$ cat src/source/exec_pkg.sv
package exec_pkg;

    // ----------------------------------------
    // operation encodings
    // ----------------------------------------

    typedef enum logic [3:0] {
        alu_add  = 4'd0,
        alu_sub  = 4'd1,
        alu_and  = 4'd2,
        alu_or   = 4'd3,
        alu_xor  = 4'd4,
        alu_sll  = 4'd5,
        alu_srl  = 4'd6,
        alu_sra  = 4'd7,
        alu_slt  = 4'd8,
        alu_sltu = 4'd9
    } alu_fn_t;

    // first-pass operand pairs, a then b
    typedef enum logic [2:0] {
        src_imm_zero = 3'd0,
        src_rs1_rs2  = 3'd1,
        src_rs1_imm  = 3'd2,
        src_pc_imm   = 3'd3,
        src_pc_four  = 3'd4,
        src_rs1_csr  = 3'd5
    } src_sel_t;

    typedef enum logic [1:0] {
        flow_none   = 2'd0,
        flow_branch = 2'd1,
        flow_jal    = 2'd2,
        flow_jalr   = 2'd3
    } flow_t;

    typedef enum logic [2:0] {
        cond_eq  = 3'd0,
        cond_ne  = 3'd1,
        cond_lt  = 3'd2,
        cond_ge  = 3'd3,
        cond_ltu = 3'd4,
        cond_geu = 3'd5
    } branch_cond_t;

    typedef enum logic [1:0] {
        size_byte = 2'd0,
        size_half = 2'd1,
        size_word = 2'd2
    } mem_size_t;

    localparam logic [11:0] csr_mepc = 12'h341;

    // ----------------------------------------
    // request and result packets
    // ----------------------------------------

    typedef struct packed {
        alu_fn_t      alu_fn;
        src_sel_t     src_sel;
        flow_t        flow;
        branch_cond_t branch_cond;
        logic         mem_load;
        logic         mem_store;
        mem_size_t    mem_size;
        logic         mem_signed;
        logic         gpr_write;
        logic         csr_write;
    } exec_op_t;

    typedef struct packed {
        exec_op_t    op;
        logic [4:0]  rd;
        logic [4:0]  rs1;
        logic [4:0]  rs2;
        logic [11:0] csr_addr;
        logic [31:0] pc;
        logic [31:0] imm;
        logic [31:0] rs1_value;
        logic [31:0] rs2_value;
        logic [31:0] csr_value;
        logic        trap;
        logic [3:0]  trap_cause;
    } exec_req_t;

    typedef struct packed {
        logic        gpr_write;
        logic [4:0]  rd;
        logic [31:0] rd_value;
        logic        csr_write;
        logic [11:0] csr_addr;
        logic [31:0] csr_value;
        logic        mem_valid;
        logic        mem_write;
        logic [31:0] mem_addr;
        logic [31:0] mem_wdata;
        mem_size_t   mem_size;
        logic        mem_signed;
        logic [31:0] pc;
        logic        trap;
        logic [3:0]  trap_cause;
    } exec_result_t;

endpackage

$ cat src/source/alu.sv
module alu (
    input  logic [31:0]       operand_a,
    input  logic [31:0]       operand_b,
    input  exec_pkg::alu_fn_t fn,
    output logic [31:0]       alu_result,
    output logic              alu_equal,
    output logic              alu_less_signed,
    output logic              alu_less_unsigned
);
    import exec_pkg::*;

    logic [4:0]  shamt;
    logic [31:0] sum;
    logic [31:0] difference;

    assign shamt      = operand_b[4:0];
    assign sum        = operand_a + operand_b;
    assign difference = operand_a - operand_b;

    // ----------------------------------------
    // compare flags
    // ----------------------------------------

    // always valid, whatever fn selects
    assign alu_equal         = (operand_a == operand_b);
    assign alu_less_signed   = ($signed(operand_a) < $signed(operand_b));
    assign alu_less_unsigned = (operand_a < operand_b);

    // ----------------------------------------
    // function select
    // ----------------------------------------

    always_comb begin
        case (fn)
            alu_add: begin
                alu_result = sum;
            end
            alu_sub: begin
                alu_result = difference;
            end
            alu_and: begin
                alu_result = operand_a & operand_b;
            end
            alu_or: begin
                alu_result = operand_a | operand_b;
            end
            alu_xor: begin
                alu_result = operand_a ^ operand_b;
            end
            alu_sll: begin
                alu_result = operand_a << shamt;
            end
            alu_srl: begin
                alu_result = operand_a >> shamt;
            end
            alu_sra: begin
                // arithmetic shift keeps the sign bit
                alu_result = $signed(operand_a) >>> shamt;
            end
            alu_slt: begin
                alu_result = {31'd0, alu_less_signed};
            end
            alu_sltu: begin
                alu_result = {31'd0, alu_less_unsigned};
            end
            default: begin
                alu_result = 32'd0;
            end
        endcase
    end

endmodule

$ cat src/source/exec_top.sv
module exec_top #(
    parameter int REG_COUNT = 32
) (
    input  logic                   clock,
    input  logic                   reset,
    input  exec_pkg::exec_req_t    exec_req,
    input  logic                   req_valid,
    output logic                   req_ready,
    output exec_pkg::exec_result_t result,
    output logic                   result_valid,
    input  logic                   result_ready,
    output logic                   jump_valid,
    output logic [31:0]            jump_pc,
    input  logic                   load_done,
    input  logic [4:0]             load_done_rd
);
    import exec_pkg::*;

    logic [31:0] operand_a;
    logic [31:0] operand_b;
    alu_fn_t     fn;
    logic [31:0] alu_result;
    logic        alu_equal;
    logic        alu_less_signed;
    logic        alu_less_unsigned;
    logic        hazard;
    logic        accept_load;

    exec_unit u_exec_unit (
        .clock             (clock),
        .reset             (reset),
        .exec_req          (exec_req),
        .req_valid         (req_valid),
        .req_ready         (req_ready),
        .result            (result),
        .result_valid      (result_valid),
        .result_ready      (result_ready),
        .jump_valid        (jump_valid),
        .jump_pc           (jump_pc),
        .operand_a         (operand_a),
        .operand_b         (operand_b),
        .fn                (fn),
        .alu_result        (alu_result),
        .alu_equal         (alu_equal),
        .alu_less_signed   (alu_less_signed),
        .alu_less_unsigned (alu_less_unsigned),
        .hazard            (hazard),
        .accept_load       (accept_load)
    );

    alu u_alu (
        .operand_a         (operand_a),
        .operand_b         (operand_b),
        .fn                (fn),
        .alu_result        (alu_result),
        .alu_equal         (alu_equal),
        .alu_less_signed   (alu_less_signed),
        .alu_less_unsigned (alu_less_unsigned)
    );

    // checks the incoming request before it is taken
    load_scoreboard #(
        .REG_COUNT (REG_COUNT)
    ) u_load_scoreboard (
        .clock        (clock),
        .reset        (reset),
        .accept_load  (accept_load),
        .accept_rd    (exec_req.rd),
        .load_done    (load_done),
        .load_done_rd (load_done_rd),
        .check_rd     (exec_req.rd),
        .check_rs1    (exec_req.rs1),
        .check_rs2    (exec_req.rs2),
        .hazard       (hazard)
    );

endmodule

$ cat src/source/exec_unit.sv
module exec_unit (
    input  logic                   clock,
    input  logic                   reset,
    input  exec_pkg::exec_req_t    exec_req,
    input  logic                   req_valid,
    output logic                   req_ready,
    output exec_pkg::exec_result_t result,
    output logic                   result_valid,
    input  logic                   result_ready,
    output logic                   jump_valid,
    output logic [31:0]            jump_pc,
    output logic [31:0]            operand_a,
    output logic [31:0]            operand_b,
    output exec_pkg::alu_fn_t      fn,
    input  logic [31:0]            alu_result,
    input  logic                   alu_equal,
    input  logic                   alu_less_signed,
    input  logic                   alu_less_unsigned,
    input  logic                   hazard,
    output logic                   accept_load
);
    import exec_pkg::*;

    exec_req_t    req_q;
    exec_result_t result_next;
    logic         pass_one;
    logic         result_fresh;
    logic         busy;
    logic         accept;
    logic         equal_q;
    logic         less_signed_q;
    logic         less_unsigned_q;
    logic         branch_taken;
    logic         jump_taken;

    // ----------------------------------------
    // handshake
    // ----------------------------------------

    // a leaving result frees the stage on the same edge
    assign busy        = pass_one | (result_valid & ~result_ready);
    assign req_ready   = ~(busy | hazard);
    assign accept      = req_valid & req_ready;
    assign accept_load = accept & exec_req.op.mem_load & ~exec_req.trap;

    // ----------------------------------------
    // operand select, both passes
    // ----------------------------------------

    always_comb begin
        if (pass_one) begin
            fn = req_q.op.alu_fn;
            case (req_q.op.src_sel)
                src_rs1_rs2: begin
                    operand_a = req_q.rs1_value;
                    operand_b = req_q.rs2_value;
                end
                src_rs1_imm: begin
                    operand_a = req_q.rs1_value;
                    operand_b = req_q.imm;
                end
                src_pc_imm: begin
                    operand_a = req_q.pc;
                    operand_b = req_q.imm;
                end
                src_pc_four: begin
                    operand_a = req_q.pc;
                    operand_b = 32'd4;
                end
                src_rs1_csr: begin
                    operand_a = req_q.rs1_value;
                    operand_b = req_q.csr_value;
                end
                default: begin
                    operand_a = req_q.imm;
                    operand_b = 32'd0;
                end
            endcase
        end else begin
            // second pass, jump target
            fn        = alu_add;
            operand_a = (req_q.op.flow == flow_jalr) ? req_q.rs1_value : req_q.pc;
            operand_b = req_q.imm;
        end
    end

    // ----------------------------------------
    // result packet
    // ----------------------------------------

    always_comb begin
        result_next.gpr_write  = req_q.op.gpr_write & ~req_q.trap;
        result_next.rd         = req_q.rd;
        // csr ops hand the old value back to rd
        result_next.rd_value   = req_q.op.csr_write ? req_q.csr_value : alu_result;
        result_next.csr_write  = req_q.op.csr_write | req_q.trap;
        result_next.csr_addr   = req_q.trap ? csr_mepc : req_q.csr_addr;
        result_next.csr_value  = req_q.trap ? req_q.pc : alu_result;
        result_next.mem_valid  = (req_q.op.mem_load | req_q.op.mem_store) & ~req_q.trap;
        result_next.mem_write  = req_q.op.mem_store;
        result_next.mem_addr   = alu_result;
        result_next.mem_wdata  = req_q.rs2_value;
        result_next.mem_size   = req_q.op.mem_size;
        result_next.mem_signed = req_q.op.mem_signed;
        result_next.pc         = req_q.pc;
        result_next.trap       = req_q.trap;
        result_next.trap_cause = req_q.trap_cause;
    end

    // ----------------------------------------
    // branch decision and jump
    // ----------------------------------------

    always_comb begin
        case (req_q.op.branch_cond)
            cond_eq:  branch_taken = equal_q;
            cond_ne:  branch_taken = ~equal_q;
            cond_lt:  branch_taken = less_signed_q;
            cond_ge:  branch_taken = ~less_signed_q;
            cond_ltu: branch_taken = less_unsigned_q;
            cond_geu: branch_taken = ~less_unsigned_q;
            default:  branch_taken = 1'b0;
        endcase
    end

    assign jump_taken = ~req_q.trap & ((req_q.op.flow == flow_jal)
                                    | (req_q.op.flow == flow_jalr)
                                    | ((req_q.op.flow == flow_branch) & branch_taken));

    // only the first result cycle offers a target
    assign jump_valid = result_fresh & jump_taken;
    assign jump_pc    = (req_q.op.flow == flow_jalr) ? {alu_result[31:1], 1'b0} : alu_result;

    // ----------------------------------------
    // registers
    // ----------------------------------------

    always_ff @(posedge clock) begin
        if (accept) begin
            req_q <= exec_req;
        end
        if (pass_one) begin
            result          <= result_next;
            equal_q         <= alu_equal;
            less_signed_q   <= alu_less_signed;
            less_unsigned_q <= alu_less_unsigned;
        end
    end

    always_ff @(posedge clock) begin
        if (reset) begin
            pass_one     <= 1'b0;
            result_fresh <= 1'b0;
            result_valid <= 1'b0;
        end else begin
            pass_one     <= accept;
            result_fresh <= pass_one;
            if (pass_one) begin
                result_valid <= 1'b1;
            end else if (result_ready) begin
                result_valid <= 1'b0;
            end
        end
    end

    result_held: assert property (@(posedge clock) disable iff (reset)
        result_valid && !result_ready |=> result_valid && $stable(result));

    jump_single_pulse: assert property (@(posedge clock) disable iff (reset)
        jump_valid |=> !jump_valid);

endmodule

$ cat src/source/load_scoreboard.sv
module load_scoreboard #(
    parameter int REG_COUNT = 32
) (
    input  logic       clock,
    input  logic       reset,
    input  logic       accept_load,
    input  logic [4:0] accept_rd,
    input  logic       load_done,
    input  logic [4:0] load_done_rd,
    input  logic [4:0] check_rd,
    input  logic [4:0] check_rs1,
    input  logic [4:0] check_rs2,
    output logic       hazard
);
    localparam int INDEX_WIDTH = $clog2(REG_COUNT);

    logic [REG_COUNT-1:0]   pending;
    logic [REG_COUNT-1:0]   pending_next;
    logic [INDEX_WIDTH-1:0] set_index;
    logic [INDEX_WIDTH-1:0] clear_index;
    logic [INDEX_WIDTH-1:0] rd_index;
    logic [INDEX_WIDTH-1:0] rs1_index;
    logic [INDEX_WIDTH-1:0] rs2_index;

    // indices wrap at the register count
    assign set_index   = accept_rd[INDEX_WIDTH-1:0];
    assign clear_index = load_done_rd[INDEX_WIDTH-1:0];
    assign rd_index    = check_rd[INDEX_WIDTH-1:0];
    assign rs1_index   = check_rs1[INDEX_WIDTH-1:0];
    assign rs2_index   = check_rs2[INDEX_WIDTH-1:0];

    assign hazard = pending[rd_index] | pending[rs1_index] | pending[rs2_index];

    always_comb begin
        pending_next = pending;
        if (load_done) begin
            pending_next[clear_index] = 1'b0;
        end
        // set after clear so a new load wins the same edge
        if (accept_load && set_index != '0) begin
            pending_next[set_index] = 1'b1;
        end
    end

    always_ff @(posedge clock) begin
        if (reset) begin
            pending <= '0;
        end else begin
            pending <= pending_next;
        end
    end

    // a completed load must match one that was issued earlier
    load_done_was_pending: assert property (@(posedge clock) disable iff (reset)
        load_done && clear_index != '0 |-> pending[clear_index]);

endmodule
$ cat config.mk
export PLATFORM = sky130hd
export DESIGN_NAME = exec_top
export DESIGN_NICKNAME = d
export VERILOG_FILES = /design/src/source/exec_pkg.sv /design/src/source/alu.sv /design/src/source/exec_top.sv /design/src/source/exec_unit.sv /design/src/source/load_scoreboard.sv
export SDC_FILE = /design/constraint.sdc
export NUM_CORES = 1
export LEC_CHECK = 0
export ABC_AREA = 1
export BUFFER_PORTS_ARGS = -buffer_cell sky130_fd_sc_hd__clkbuf_2
export CORE_MARGIN = 2
export CORE_UTILIZATION = 45
export CTS_CLUSTER_SIZE = 30
export DETAILED_ROUTE_END_ITERATION = 8
export HOLD_SLACK_MARGIN = 0.06
export PLACE_DENSITY_LB_ADDON = 0.25
export SYNTH_ARGS = -nofsm -noshare
export SYNTH_HDL_FRONTEND = slang
export SYNTH_SLANG_ARGS = --single-unit
$ cat constraint.sdc
create_clock -name clock -period 15.4 [get_ports clock]
set_clock_uncertainty 0.15 [all_clocks]
set_input_delay 0.77 -clock clock [delete_from_list [all_inputs] [get_ports clock]]
set_output_delay 0.77 -clock clock [all_outputs]
set_load 0.02 [all_outputs]
== Word level (Yosys, flattened, before mapping) ==
Index checks and enable logic that the tools add are counted.
Widths: inputs -> output; s select.
Storage, ports and cells
  logic and storage cells: 142
  bits of input ports: 221
  output and inout bits: 224
  flip-flop bits (word level): 428
Operators by class
  $lt $le $gt $ge: 8
  bitwise gates (word level): 30
  reductions and logical operators: 10
  add/sub/neg operators: 2
  shift-type cells: 3
  mux-type cells: 25
  equality and inequality tests: 23
Operator list (count)
  $pmux 32 s10: 1
  $mux 32: 7
  $pmux 32 s4: 1
  $and 32x32->32: 2
  $lt 32x32->1: 2
  $or 32x32->32: 2
  $pmux 32 s2: 1
  $add 32x32->32: 1
  $eq 32x32->1: 1
  $not 32->32: 1
  $shl 32x5->32: 1
  $shr 32x5->32: 1
  $sshr 32x5->32: 1
  $sub 32x32->32: 1
  $xor 32x32->32: 1
  $lt 5x6->1 const B: 4
  $eq 4x3->1 const B: 4
  $bmux 1 s5: 3
  $eq 3x2->1 const B: 4
  $eq 3x3->1 const B: 4
  $demux 1 s5: 2
  $ge 5x1->1 const B: 2
  $and 1x1->1: 9
  $eq 4x2->1 const B: 2
  17 further kinds: 43

== Depth between registers and ports, before layout ==
  word-level depth: 11
  mapped depth: 31
  gate-level depth less buffers: 29

== By module ==
From an unflattened synthesis, not the netlist that was laid out.
Second synthesis, totals
  cell total of the unflattened synthesis: 3713
  area total of the unflattened synthesis: 27914.3 µm²
Modules (own cells, without submodules)
  exec_unit: times used 1, sequential area each 11861.4 µm², area each 15358.5 µm², cells each 1173
  alu: times used 1, sequential area each 0.0 µm², area each 10234.8 µm², cells each 2138
  load_scoreboard: times used 1, sequential area each 640.6 µm², area each 2321.0 µm², cells each 402

== Worst setup path before layout ==
Ideal clock, no wire load.
  path kind: register to output
  start point: register u_exec_unit.pass_one
  end point: output port jump_pc[27]
  arrival: 8.290 ns
  cell stages (with the launch flop): 27
  required time: 14.480 ns
  slack: 6.190 ns
  buffers on the path: 6
  cell sequence: dfxtp_1 > buf_2 > inv_1 > a21oi_4 > buf_2 > nand2_1 > o21ai_2 > inv_2 > buf_4 > buf_2 > ha_1 > buf_2 > nor2_1 > inv_1 > o21ai_0 > nor2_1 > o21bai_1 > inv_1 > o21ai_0 > nand3_1 > nand2_1 > nand2_1 > nand3_1 > nand2_1 > inv_1 > nand3_1 > buf_4
Between the ends
  cells in the longest elaborated chain, start to end: 3
  elaborated cells between the ends (all ways): 22
  classes of those cells: 2 x add/sub; 9 x eq/ne; 3 x shift; 4 x mux; 3 x bitwise; 1 x reduce/logical
RTL lines
  start, declared: RTL line exec_unit.sv:26  | logic pass_one;
  start signal, assigned: RTL line exec_unit.sv:156  | pass_one <= accept;
  $mux 32 / $mux 4 (equally long branches): RTL line exec_unit.sv:51  | if (pass_one) begin
  $sub 32x32->32, or another cell as far along: RTL line alu.sv:18  | assign difference = operand_a - operand_b;
  $pmux 32 s10 (*): RTL line alu.sv:34  | case (fn)
  end, declared: RTL line exec_top.sv:13  | output logic [31:0] jump_pc,
Every way passes the cells marked *; elsewhere a longest branch is shown, timed or not.

== Worst setup path in the final report ==
  start point: register u_exec_unit.req_q[206] (netlist bit)
  end point: output port jump_pc[25]
Between the ends
  cells in the longest elaborated chain, start to end: 6
  elaborated cells between the ends (all ways): 21
  classes of those cells: 2 x add/sub; 5 x eq/ne; 3 x shift; 5 x mux; 3 x bitwise; 3 x reduce/logical
RTL lines
  start, declared: RTL line exec_unit.sv:24  | exec_req_t req_q;
  start signal, assigned: RTL line exec_unit.sv:140  | req_q <= exec_req;
  $eq 3x2->1, or another cell as far along: RTL line exec_unit.sv:53  | case (req_q.op.src_sel)
  $reduce_or 2->1 (no line) / $reduce_or 3->1 (equally long branches)
  $pmux 32 s4 / $pmux 32 s2 (equally long branches): RTL line exec_unit.sv:53
  $mux 32: RTL line exec_unit.sv:51
  $sub 32x32->32, or another cell as far along: RTL line alu.sv:18
  $pmux 32 s10 (*): RTL line alu.sv:34
Marked as above.

==> metrics.md <==
| Metric | Value |
|---|---|
| Clock share of power | `between 30% and 40%` |
| CORE AREA | `a little under 0.06 mm2` |
| Post-synth ARST share | `0%` |
| Vias in the first global route | `24,100` |
| Setup Fix Bufs, Post-CTS | `0` |
| Clk_lat worst skew | `between 0.6 and 0.7 ns` |
| Drt drc | `0` |
| Largest net degree at the start of global routing | `183` |
| Initial Util | `a little under half` |
| Total negative slack | `0 ns` |
| Setup violators final | `0` |
| Combinational power share | `30.3%` |
| Crit end category | `output pin` |
| Die W | `between 200 and 250 um` |
| CP Launch Type | `flip-flop` |
| Synth Warn # | `0` |
| First-pass GRT wire length | `161,000 um` |
| Switching portion of total power | `between 30% and 40%` |
| Psw | `roughly 1.3 mW` |
| Inst Count DP | `roughly 4,400` |
| Sequential cell area fraction in the yosys report | `a little under half` |
| Internal power | `between 2 and 2.5 mW` |
| WL per Instance | `between 20 and 30 um` |
| Wire length on met2 | `51,600 um` |
| RSZ-0062 raised after global routing | `no` |
| Mux share of post-synthesis cell area | `less than 1%` |
| Ratio of cells with drive above 1 in the final layout | `17.2%` |
| Row count | `just under 90` |
| First DRT Iteration DRCs | `3,359` |
| Dpl ws | `between 8 and 9 ns` |
| CP required | `around 14 ns` |
| Max transition margin | `between 10% and 20%` |
| Post-synth net total | `~3,600` |
| Met3 wire len | `12,500 um` |
| #FFs+latches synth | `between 400 and 500` |
| Initial antenna violation count | `11` |
| TritonCTS clock tree | `yes` |
| Complex-gate fraction of the synthesized area | `13.1%` |
| Seq pwr share | `approximately two fifths` |
| Fin. Hold Viols | `0` |
| HP Class | `in -> reg` |
| Status | `finished, final reports clean` |
| Fmax | `between 100 and 150 MHz` |
| Power Total | `3.60 mW` |
| Crit Path Class | `reg -> out` |
| Largest family of logic cells by synthesized area | `simple AND/OR/NAND/NOR gates` |
| Ports | `between 400 and 500` |
| Pwr dens | `117 mW/mm2` |
| Number of routed nets with antenna violations | `0` |
| Worst vdd ir | `95.3 uV` |
| Clock slew at reported path FFs | `0.08 ns` |
| Period utilization | `~52%` |
| Max Slew Vio Count | `0` |
| R2r worst-path depth | `21` |
| HPWL after DPL | `roughly 86,000 um` |
| Port-buffer cells | `444` |
| Total GRT Usage | `a little over a third` |
| Tmin final | `7.95 ns` |
| Post-Layout Cell Count | `around 4,500` |
| Root Buffer | `clkbuf_16` |
| Tightest Pin Transition | `approximately 1.3 ns` |
| H-tree Lvls | `2` |
| Routability Congestion | `roughly 1.0` |
| Num CTS Buffers | `46` |
| Worst-path fanout max | `62` |
| Sink Count | `between 400 and 500` |
| Remaining Overflow, GRT | `0` |
| Cell Area, Synth | `roughly 0.027 mm2` |
| Post-synthesis simple-gate area fraction | `27.6%` |
| Post-layout util | `around 52%` |
| PnR worst setup slack | `approximately 7.4 ns` |
| DRT Wirelength | `approximately 110,000 um` |
| Post-synthesis xor/xnor area fraction | `less than 1%` |
| Post-Synth Adder-Cell Area | `under 10%` |
| Leakage dissipation | `13.5 nW` |
| Worst hold margin | `roughly 0.18 ns` |
| Met1 wire length | `approximately 45,000 um` |
| Top Metal Used | `met5` |
| Top_reg_cell synth | `edfxtp_1` |
| Post-DP Area | `~0.029 mm2` |
| Max_cap viols | `0` |
| Post-synthesis cell type count | `53` |
| Hold_buf cts | `0` |
| Hold path cells | `1` |
| Die Y | `between 200 and 250 um` |
| Post-synth EDFFs | `393` |
| Die ar. | `slightly above 0.06 mm2` |
| Via Count | `26,400` |
| Clock Path Buffers | `3` |
| Post-route design area | `0.0309 mm2` |
| Area growth syn-to-layout | `14.8%` |
| Cts repair resizes | `0` |
| # nets final | `~4,000` |
| CP arrival | `7.03 ns` |
| Syn avg cell area | `a little over 8 um2` |
| First-pass DRT Iterations | `7` |
| Post-Syn Instances | `between 3,000 and 4,000` |
| Ratio of routed vias to standard cells | `roughly 5.9` |
## flip-flops by register name, summed over array words and instances (netlist names)
| register | flops |
|---|---|
| u_exec_unit.equal_q | 1 |
| u_exec_unit.result_valid | 1 |
| u_exec_unit.req_q | 201 |
| u_exec_unit.pass_one | 1 |
| u_exec_unit.less_signed_q | 1 |
| u_exec_unit.result_fresh | 1 |
| u_exec_unit.less_unsigned_q | 1 |
| u_load_scoreboard.pending | 32 |
| u_exec_unit.result | 189 |
## power by group through the flow
stage,combinational (mW),clock (mW),sequential (mW)
3_5_place_dp,1.05,0,1.42
2_1_floorplan,0.666,0,1.45
4_1_cts,1.06,1.12,1.40
6_report,1.09,1.11,1.40
3_3_place_gp,1.06,0,1.42
5_1_grt,1.16,1.17,1.40
## placed cells by master (no fill, tap or decap), types with 8 or more instances in the layout
cell type  instances
o21ai_2           28
inv_1            259
diode_2            9
o221ai_1          11
nand2_2            8
edfxtp_1         393
a22oi_1           38
nor4_1             8
nor2_1           226
a21oi_1          185
clkbuf_16         46
dfxtp_1           34
clkinv_1           8
clkinv_2          14
inv_2             18
xor2_1             9
or2_2              9
clkbuf_1           8
nand3_1          507
a22o_1            27
a21o_1            12
nand2_1          886
buf_4             29
clkbuf_2         444
ha_1             100
o22ai_1           21
nand4_1           27
o21bai_1          11
o211ai_1          23
o21ai_0          156
nor3_1            37
o21ai_1           35
## final timing paths
check / from / to / slack [ns]
min reg2reg: u_exec_unit.req_q[3] / u_exec_unit.result[3] / 0.27
max: u_exec_unit.req_q[206] / jump_pc[25] / 7.45
min: exec_req[98] / u_exec_unit.req_q[98] / 0.18
max reg2reg: u_exec_unit.req_q[206] / u_exec_unit.result[135] / 8.68
## metal layers
metal	vias up	GRT usage (%)
met5	-	0
met4	4	13.0
met3	187	8.76
met2	1552	55.8
met1	12500	48.3
li1	12100	-
## synth_stat cells (all sizes together), types with 11 or more instances
library cell	instances	area share (%)
dfxtp	35	2.6
edfxtp	393	44
nand4	27	0.63
a22oi	39	1.1
a21o	12	0.34
nand2	895	13
clkbuf	57	0.80
nand3	511	9.6
a22o	27	0.88
o22ai	21	0.49
a21oi	186	3.5
buf	131	2.9
nor3	37	0.69
nor2	237	3.5
o221ai	11	0.36
o21bai	11	0.31
o211ai	24	0.69
o21ai	222	4.6
ha	100	4.7
inv	277	3.9
## cell type report
type / instances / area [um2]
fillers: 5781 / 28200
flip-flops and latches: 428 / 12500
multi-input cells: 2427 / 12400
repair buffers: 474 / 2460
clock buffers: 54 / 1180
inverters: 281 / 1060
well taps: 773 / 967
clock inverters: 31 / 313
diodes: 9 / 22.5
## worst max-delay path, stage by stage (launching register included)
cell	delay, ns
edfxtp_1	0.48
inv_2	0.21
nand2_4	0.29
a21oi_4	1.07
nand2_1	0.25
o21ai_4	0.10
buf_4	0.58
ha_1	0.49
inv_2	0.15
a21oi_1	0.10
nand2_1	0.15
inv_1	0.08
o21ai_0	0.84
nand3_1	0.17
nand3_1	0.19
nand2_1	0.09
nand2_1	0.07
nor2_1	0.04
nor3_1	0.43
nor2_1	0.10
nand4_1	0.27
clkbuf_2	0.24
## logic make-up (layout without fill, tap and decap cells)
kind of cell	count (synthesis)	in the layout
AOI/OAI and AO/OA	581	581
xor gates and xnor gates	9	9
adders and majority gates	102	102
buffers and inverters	469	840
DFF	428	428
muxes	2	2
other	0	9
and+or+nand+nor	1733	1733
Power figures use the tool's default switching activity.
